`src/hw/attn_types_pkg.sv`:
```
/*
 * Attention engine data types.
 * Matrix side and the widths of elements, projections, scores
 * and output values for one head with d_model 8.
 */
`default_nettype none

package attn_types_pkg;

    // matrix side, one head
    localparam int D_MODEL = 8;

    // X and weight elements as they arrive
    typedef logic signed [7:0]  elem_t;

    // holds a sum of eight 16-bit products
    typedef logic signed [18:0] proj_t;

    // relu(q.k) / 3, never negative
    typedef logic        [39:0] score_t;

    // one element of O = S.V
    typedef logic signed [62:0] out_t;

    typedef logic [3:0] rows_t;
    typedef logic [2:0] idx_t;

endpackage

`default_nettype wire

```
`src/hw/attn_ctrl_pkg.sv`:
```
/*
 * Attention engine control definitions.
 * Phases of the compute sequence and the input burst layout.
 */
`default_nettype none

package attn_ctrl_pkg;

    // compute phases, one dot product issued per cycle outside IDLE and LOAD
    typedef enum logic [2:0] {
        IDLE,
        LOAD,
        PROJ_Q,
        PROJ_K,
        PROJ_V,
        SCORE,
        MIX
    } phase_e;

    // in_valid burst length, and the cycles taken by each weight matrix
    localparam int LOAD_CYCLES = 192;
    localparam int W_BLOCK     = 64;

endpackage

`default_nettype wire

```
`src/hw/attn_sequencer.sv`:
```
/*
 * Attention sequencer.
 * Walks the projection, score and mix phases with row and column
 * counters, issuing one dot product per cycle, and flags the
 * output values of the mix phase.
 */
`timescale 1ns/1ns
`default_nettype none

module attn_sequencer import attn_types_pkg::*, attn_ctrl_pkg::*; (
    input  wire         clk,
    input  wire         rst_n,
    input  wire rows_t  rows,
    input  wire         load_done,
    output logic        issue,
    output phase_e      phase,
    output idx_t        row_idx,
    output idx_t        col_idx,
    output logic        out_valid
);

    phase_e state;
    phase_e next_phase;
    idx_t   last_row;
    idx_t   last_col;
    logic   row_end;
    logic   col_end;

    assign phase = state;
    assign issue = state inside {PROJ_Q, PROJ_K, PROJ_V, SCORE, MIX};

    // T is 1 to 8, so T-1 fits an index
    assign last_row = idx_t'(rows - 4'd1);
    // SCORE runs T x T, the other phases T x 8
    assign last_col = (state == SCORE) ? last_row : idx_t'(D_MODEL - 1);
    assign row_end  = (row_idx == last_row);
    assign col_end  = (col_idx == last_col);

    always_comb begin
        case (state)
            PROJ_Q:  next_phase = PROJ_K;
            PROJ_K:  next_phase = PROJ_V;
            PROJ_V:  next_phase = SCORE;
            SCORE:   next_phase = MIX;
            default: next_phase = IDLE;
        endcase
    end

    // ####################
    // phase FSM and counters
    always_ff @(posedge clk or negedge rst_n) begin
        if (!rst_n) begin
            state   <= IDLE;
            row_idx <= '0;
            col_idx <= '0;
        end else if (issue) begin
            if (col_end) begin
                col_idx <= '0;
                if (row_end) begin
                    row_idx <= '0;
                    state   <= next_phase;
                end else begin
                    row_idx <= row_idx + 3'd1;
                end
            end else begin
                col_idx <= col_idx + 3'd1;
            end
        end else if (load_done) begin
            state   <= PROJ_Q;
            row_idx <= '0;
            col_idx <= '0;
        end
    end

    // the mix result appears one cycle after its issue
    always_ff @(posedge clk or negedge rst_n) begin
        if (!rst_n)
            out_valid <= 1'b0;
        else
            out_valid <= issue && (state == MIX);
    end

endmodule

`default_nettype wire

```
`config.mk`:
```
export PLATFORM = sky130hd
export DESIGN_NAME = attn_sequencer
export DESIGN_NICKNAME = d
export VERILOG_FILES = /design/src/hw/attn_types_pkg.sv /design/src/hw/attn_ctrl_pkg.sv /design/src/hw/attn_sequencer.sv
export SDC_FILE = /design/constraint.sdc
export NUM_CORES = 1
export LEC_CHECK = 0
export BUFFER_PORTS_ARGS = -buffer_cell sky130_fd_sc_hd__buf_4
export CORE_UTILIZATION = 54
export CTS_CLUSTER_SIZE = 12
export DETAILED_ROUTE_END_ITERATION = 7
export PLACE_DENSITY = 0.79
export SLEW_MARGIN = 20
export SYNTH_ARGS = -nofsm -noshare
export SYNTH_HDL_FRONTEND = slang
export SYNTH_SLANG_ARGS = --single-unit
```
`constraint.sdc`:
```
create_clock -name clk -period 3.34 [get_ports clk]
set_clock_uncertainty 0.05 [all_clocks]
set_input_delay 0.334 -clock clk [delete_from_list [all_inputs] [get_ports clk]]
set_output_delay 0.334 -clock clk [all_outputs]
set_load 0.005 [all_outputs]
```
==> out/metrics.cfg, run 1 <==
[grt]
track_usage_pct=28.2
grt_antenna_before_repair=0
grt_pass1_vias=632
overflow=0
grt_max_degree=12
grt_pass1_wl_um=2820

[sta]
drv_slew=0
clock.fmax_mhz=447
relSlewSlack_pct=61.7
setup_violations=0
tightest_slew_ns=0.567
rsz0062_at_grt=no
fin_tns_setup_ns=0
hold_violations=0
period_needed_ns=2.24
period_share_pct=67.0

[synth]
yosysSeqAreaShare_pct=34.4
syn_nets=88
synthArstFlopShare_pct=100
synth-seq-cells=10
synth_common_cells=10 x dfrtp_1, 8 x nand2_1, 7 x nor2_1
synth_enable_flop_cells=0
synth.most_common_cell=dfrtp_1
syn_area_per_cell_um2=9.34
synth_area_leaders=dfrtp_1 34%, ha_1 5.2%, xor2_1 4.8%
netlist_area_um2=728
yosys.area.top_type=dfrtp_1
ys.flop_type=dfrtp_1
synthCells=78
yosysWarnings=0
synthDominantCellAreaShare_pct=34.4
synthDistinctLibCells=35

[place]
postPlaceCellArea_um2=858
dpl.hpwl_um=1290
place_congestion=0.747
port_buffers=16
dp_cells=107

[floorplanning]
fp.dieW_um=38.7
fp.dieArea_um2=1500
ios=18
core_um2=1190
rows=12
fp.dieH_um=38.7
start_util_pct=61.4

[finish]
fin_cells=111
final_area_um2=891
drive_gt1_share_pct=27.8
post-route-util_pct=75.1
finalNetCount=109
antennaDiodeCount=0
syn_to_final_growth_pct=22.3
fillerInstances=93

[clocking]
postCtsSetupBuffers=0
cts_sinks=10
cts_buffers=3
htreeDepth=1
root_buffer=clkbuf_4
cts_tree=built
insertion_delay_ns=0.26
clk_pin_slew_worst_paths_ns=0.06
clock_path_buffers=2

[routing]
first_iter_violations=27
viasPerCell=6.17
first_pass_iters=4
wl_per_cell_um=15.3
num_vias=685
postRouteAntennaNets=0
wl_um=1690
drc=0

[power_and_ir_drop]
power_leakage_nw=0.439
sw_frac_of_total_pct=41.6
p_int_uw=396
clkPwrFrac_pct=12.3
p_sw_uw=282
comb_power_share_pct=52.9
power_density_nw_per_um2=760
peakVddDrop_mv=0.427
seq_power_share_pct=34.9

[critical_path]
start_kind=input pin
crit_path_max_fanout=5
cp_data_required_time_ns=3.44
r2r-start=col_idx[1]
endpoint_kind=flop
r2r_slack_ns=1.17
r2r-end=row_idx[2]
critical_path_arrival_ns=2.34
worst_r2r_path_depth=5
criticalPathCategory=in2reg

[worst_hold_path]
hp-class=in2reg
hold_depth=3
hp-start=load_done
whs_endpoint=phase[0]

[status]
status=completed

[flow_run]
drv_cap=0

registers in the layout, indices dropped and copies added, names as in the netlist:
| name | cells |
|---|---|
| out_valid | 1 |
| col_idx | 3 |
| row_idx | 3 |
| phase | 3 |
stage by stage:
stage	hold WS (ns)	setup WS [ns]	power, mW
6_report	0.368	1.10	0.677
5_1_grt	0.389	0.963	0.735
4_1_cts	0.367	1.12	0.679
3_5_place_dp	0.119	0.850	0.593
3_3_place_gp	0.120	0.899	0.569
2_1_floorplan	-0.0116	1.22	0.455
worst max-delay path by stage:
stage          startpoint  depth (start not counted)    endpoint  slack, ns
6_report          rows[0]                          8  row_idx[2]       1.10
5_1_grt           rows[0]                          8  row_idx[2]       0.96
4_1_cts           rows[0]                          8  row_idx[2]       1.12
3_5_place_dp      rows[0]                          8  row_idx[2]       0.85
3_3_place_gp      rows[0]                          8  row_idx[2]       0.90
2_1_floorplan     rows[0]                          7  row_idx[2]       1.22
power groups by stage:
stage	Combinational [mW]	Clock, mW	Sequential (mW)
2_1_floorplan	0.229	0	0.226
3_3_place_gp	0.338	0	0.232
3_5_place_dp	0.358	0	0.235
4_1_cts	0.360	0.0835	0.235
5_1_grt	0.399	0.0904	0.245
6_report	0.358	0.0833	0.236
placed cells by master, fill, tap and decap left out, drive strengths merged, types with 2 or more instances in the layout:
| master | n |
|---|---|
| a22o | 2 |
| o211ai | 2 |
| nand2 | 9 |
| nand2b | 2 |
| ha | 3 |
| nor2 | 7 |
| and2 | 3 |
| clkbuf | 3 |
| xor2 | 4 |
| a21oi | 2 |
| inv | 6 |
| dfrtp | 10 |
| a31oi | 3 |
| nand3 | 3 |
| o311ai | 2 |
| o31ai | 2 |
| buf | 16 |
metal layers:
metal / share of wire [%] / vias up / track usage [%]
li1: - / 333 / -
met1: 44 / 322 / 34.8
met4: 0.94 / 0 / 12.1
met2: 50 / 26 / 46.7
met5: 0 / - / 0
met3: 4.8 / 4 / 5.78
timing repair:
item,in CTS,in global routing
hold buffers,1,0
endpoints found under the setup margin,0,0
resized for setup,0,0
endpoints found under the hold margin,10,0
area by class of cell:
cell class	instances	area (um2)	area share (%)
tap	14	17.5	1.97
inverter	6	22.5	2.53
timing repair buffer	17	130	14.6
clock buffer	3	22.5	2.53
sequential	10	250	28.1
multi-input combinational	61	448	50.3
critical path, cell delays in order:
cell	delay [ns]
buf_4	0.11
inv_1	0.04
ha_1	0.35
xor2_1	0.19
a31oi_1	0.13
o311ai_0	0.51
o211ai_1	0.28
a221o_1	0.40
kinds of logic after synthesis:
kind of cell / count (synthesis) / synth area share, %
XOR/XNOR: 5 / 6.01
multiplexers: 1 / 1.55
flip-flops: 10 / 34.4
adder cells (fa/ha/maj): 3 / 5.16
buffers and inverters: 7 / 4.12
AND/OR/NAND/NOR: 31 / 23.2
AO/OA/AOI/OAI: 21 / 25.6
(Power assumes the default switching activity.)
==> inputs of run 2 (changes only) <==
--- a/config.mk
+++ b/config.mk
@@ -5,11 +5,12 @@
 export SDC_FILE = /design/constraint.sdc
 export NUM_CORES = 1
 export LEC_CHECK = 0
+export ABC_AREA = 1
 export BUFFER_PORTS_ARGS = -buffer_cell sky130_fd_sc_hd__buf_4
-export CORE_UTILIZATION = 54
+export CORE_UTILIZATION = 45
 export CTS_CLUSTER_SIZE = 12
 export DETAILED_ROUTE_END_ITERATION = 7
-export PLACE_DENSITY = 0.79
+export PLACE_DENSITY = 0.7
 export SLEW_MARGIN = 20
 export SYNTH_ARGS = -nofsm -noshare
 export SYNTH_HDL_FRONTEND = slang
==> constraint.sdc (replaced) <==
create_clock -name clk -period 2.01 [get_ports clk]
set_clock_uncertainty 0.05 [all_clocks]
set_input_delay 0.201 -clock clk [delete_from_list [all_inputs] [get_ports clk]]
set_output_delay 0.201 -clock clk [all_outputs]
set_load 0.005 [all_outputs]
==> out/metrics.cfg, run 2 <==
[critical_path]
crit_end=phase[2]
cp_data_required_time_ns=2.12
cpMostUsedCell=nand2_1
crit_chain=nand3_1 > nor2_1 > nand2_1 > nand2_1 > nand3_1 > nand2_1 > nand3_2 > nand2_1 > nand2_1
start_kind=flop
crit_path_max_fanout=10
r2r-end=phase[2]
cp_slowest_cell=dfrtp_1
critical_path_arrival_ns=1.83
criticalPathCategory=reg2reg
worst_r2r_path_depth=9
r2r_slack_ns=0.29
endpoint_kind=flop
slowest_delay_ns=0.55
crit_start=phase[2]
r2r-start=phase[2]

[grt]
overflow=0
grt_antenna_before_repair=0
track_usage_pct=19.4
grt_max_degree=11
grt_pass1_vias=584
grt_pass1_wl_um=2500

[sta]
drv_slew=0
hold_violations=0
clock.fmax_mhz=581
period_share_pct=85.7
relSlewSlack_pct=76.5
fin_tns_setup_ns=0
period_needed_ns=1.72
tightest_slew_ns=0.353
setup_violations=0
rsz0062_at_grt=no

[synth]
yosysWarnings=0
synth_adder_area_share_pct=5.23
synth-simple-area-share_pct=40.8
synth_enable_flop_cells=0
syn_area_per_cell_um2=7.25
synthDominantCellAreaShare_pct=34.8
synth-seq-cells=10
synth_common_cells=33 x nand2_1, 12 x nand3_1, 10 x dfrtp_1, 10 x inv_1
synthXorXnorAreaFrac_pct=6.10
synth_area_leaders=dfrtp_1 35%, nand2_1 17%, nand3_1 8.4%
muxShareOfSynthArea_pct=0
yosys.area.top_type=dfrtp_1
synth.most_common_cell=nand2_1
synthArstFlopShare_pct=100
ys.flop_type=dfrtp_1
synth_compound_area_share_pct=4.36
synth_top_family_by_area=simple AND/OR/NAND/NOR gates
netlist_area_um2=718
synthCells=99
syn_nets=109
yosysSeqAreaShare_pct=34.8
synthDistinctLibCells=22

[floorplanning]
core_um2=1510
rows=14
fp.dieW_um=42.0
start_util_pct=47.7
ios=18
fp.dieH_um=42.0
fp.dieArea_um2=1760

[worst_hold_path]
hold_depth=3
hp-class=in2reg

[status]
status=completed

[clocking]
insertion_delay_ns=0.27
root_buffer=clkbuf_4
cts_buffers=3
cts_tree=built
clk_pin_slew_worst_paths_ns=0.07
postCtsSetupBuffers=0
clock_path_buffers=2
htreeDepth=1
cts_sinks=10

[finish]
syn_to_final_growth_pct=23.0
antennaDiodeCount=0
layout_commonest_cell=nand2_1
final_cell_mix=33 x nand2_1, 16 x buf_4, 12 x nand3_1, 10 x inv_1, 10 x dfrtp_1
fin_cells=134
drive_gt1_share_pct=28.8
finalNetCount=130

[power_and_ir_drop]
power_leakage_nw=0.491
peakVddDrop_mv=0.563
p_sw_uw=414
seq_power_share_pct=33.9
comb_power_share_pct=51.0
clkPwrFrac_pct=15.1
sw_frac_of_total_pct=44.5
p_int_uw=516
power_density_nw_per_um2=1050

[routing]
drc=0
first_pass_iters=4
wl_um=1570
num_vias=682
wl_per_cell_um=11.7
postRouteAntennaNets=0
viasPerCell=5.09
first_iter_violations=6

[place]
port_buffers=16
dpl.hpwl_um=1230
place_congestion=0.850
dp_cells=130

[flow_run]
drv_cap=0

[run 2: logic make-up after synthesis]
kind of cell,Yosys count
AO/OA/AOI/OAI,6
XOR/XNOR,5
adder cells (fa/ha/maj),3
buffers and inverters,15
flip-flops,10
AND/OR/NAND/NOR,60
[run 2: critical path: cells and delay by family, from the launching register on]
family / cells / cell delay, ns
AND/OR/NAND/NOR: 9 / 1.00
flip-flops: 1 / 0.55
[run 2: timing repair]
| action | 4_1_cts | 5_1_grt |
|---|---|---|
| endpoints found under the setup margin | 0 | 0 |
| hold buffers | 1 | 0 |
| gates resized for setup | 0 | 0 |
| hold endpoints to repair | 10 | 0 |
[run 2: area by class of cell]
type	instances	area [um2]
Clock buffer	3	22.5
Fill cell	149	623
Inverter	14	55.1
Multi-Input combinational cell	74	405
Sequential cell	10	250
Tap cell	16	20.0
Timing Repair Buffer	17	130
[run 2: power groups by stage]
stage	Combinational (mW)	Sequential [mW]	Clock, mW
after floorplan	0.334	0.300	0
after global placement	0.464	0.315	0
after detailed placement	0.473	0.319	0
after CTS	0.476	0.315	0.147
after global routing	0.527	0.323	0.152
final	0.474	0.315	0.141
[run 2: layer usage]
| layer | wire length [um] | GRT usage [%] | vias up |
|---|---|---|---|
| met1 | 740 | 24.6 | 306 |
| met3 | 61 | 3.04 | 2 |
| met4 | 10 | 11.6 | 0 |
| li1 | - | - | 355 |
| met2 | 752 | 30.9 | 19 |
| met5 | 0 | 0 | - |
[run 2: how the worst min path moves through the flow]
stage / startpoint / end / slack, ns
after detailed placement: rst_n / out_valid / -0.009
after global routing: load_done / col_idx[0] / 0.19
final: load_done / col_idx[0] / 0.19
after floorplan: rst_n / col_idx[0] / -0.14
after CTS: load_done / col_idx[0] / 0.18
after global placement: rst_n / out_valid / -0.009
[run 2: through the flow]
| step | instance area [um2] | total power [mW] | hold slack [ns] | setup slack (ns) | utilization [%] |
|---|---|---|---|---|---|
| global placement | 851 | 0.779 | -0.00923 | 0.340 | 56.5 |
| CTS | 883 | 0.938 | 0.184 | 0.303 | 58.6 |
| floorplan | 718 | 0.635 | -0.145 | 0.575 | - |
| detailed placement | 851 | 0.792 | -0.00862 | 0.324 | 56.5 |
| global route | 883 | 1.00 | 0.192 | 0.136 | 58.6 |
| finish | 883 | 0.930 | 0.194 | 0.288 | 58.6 |
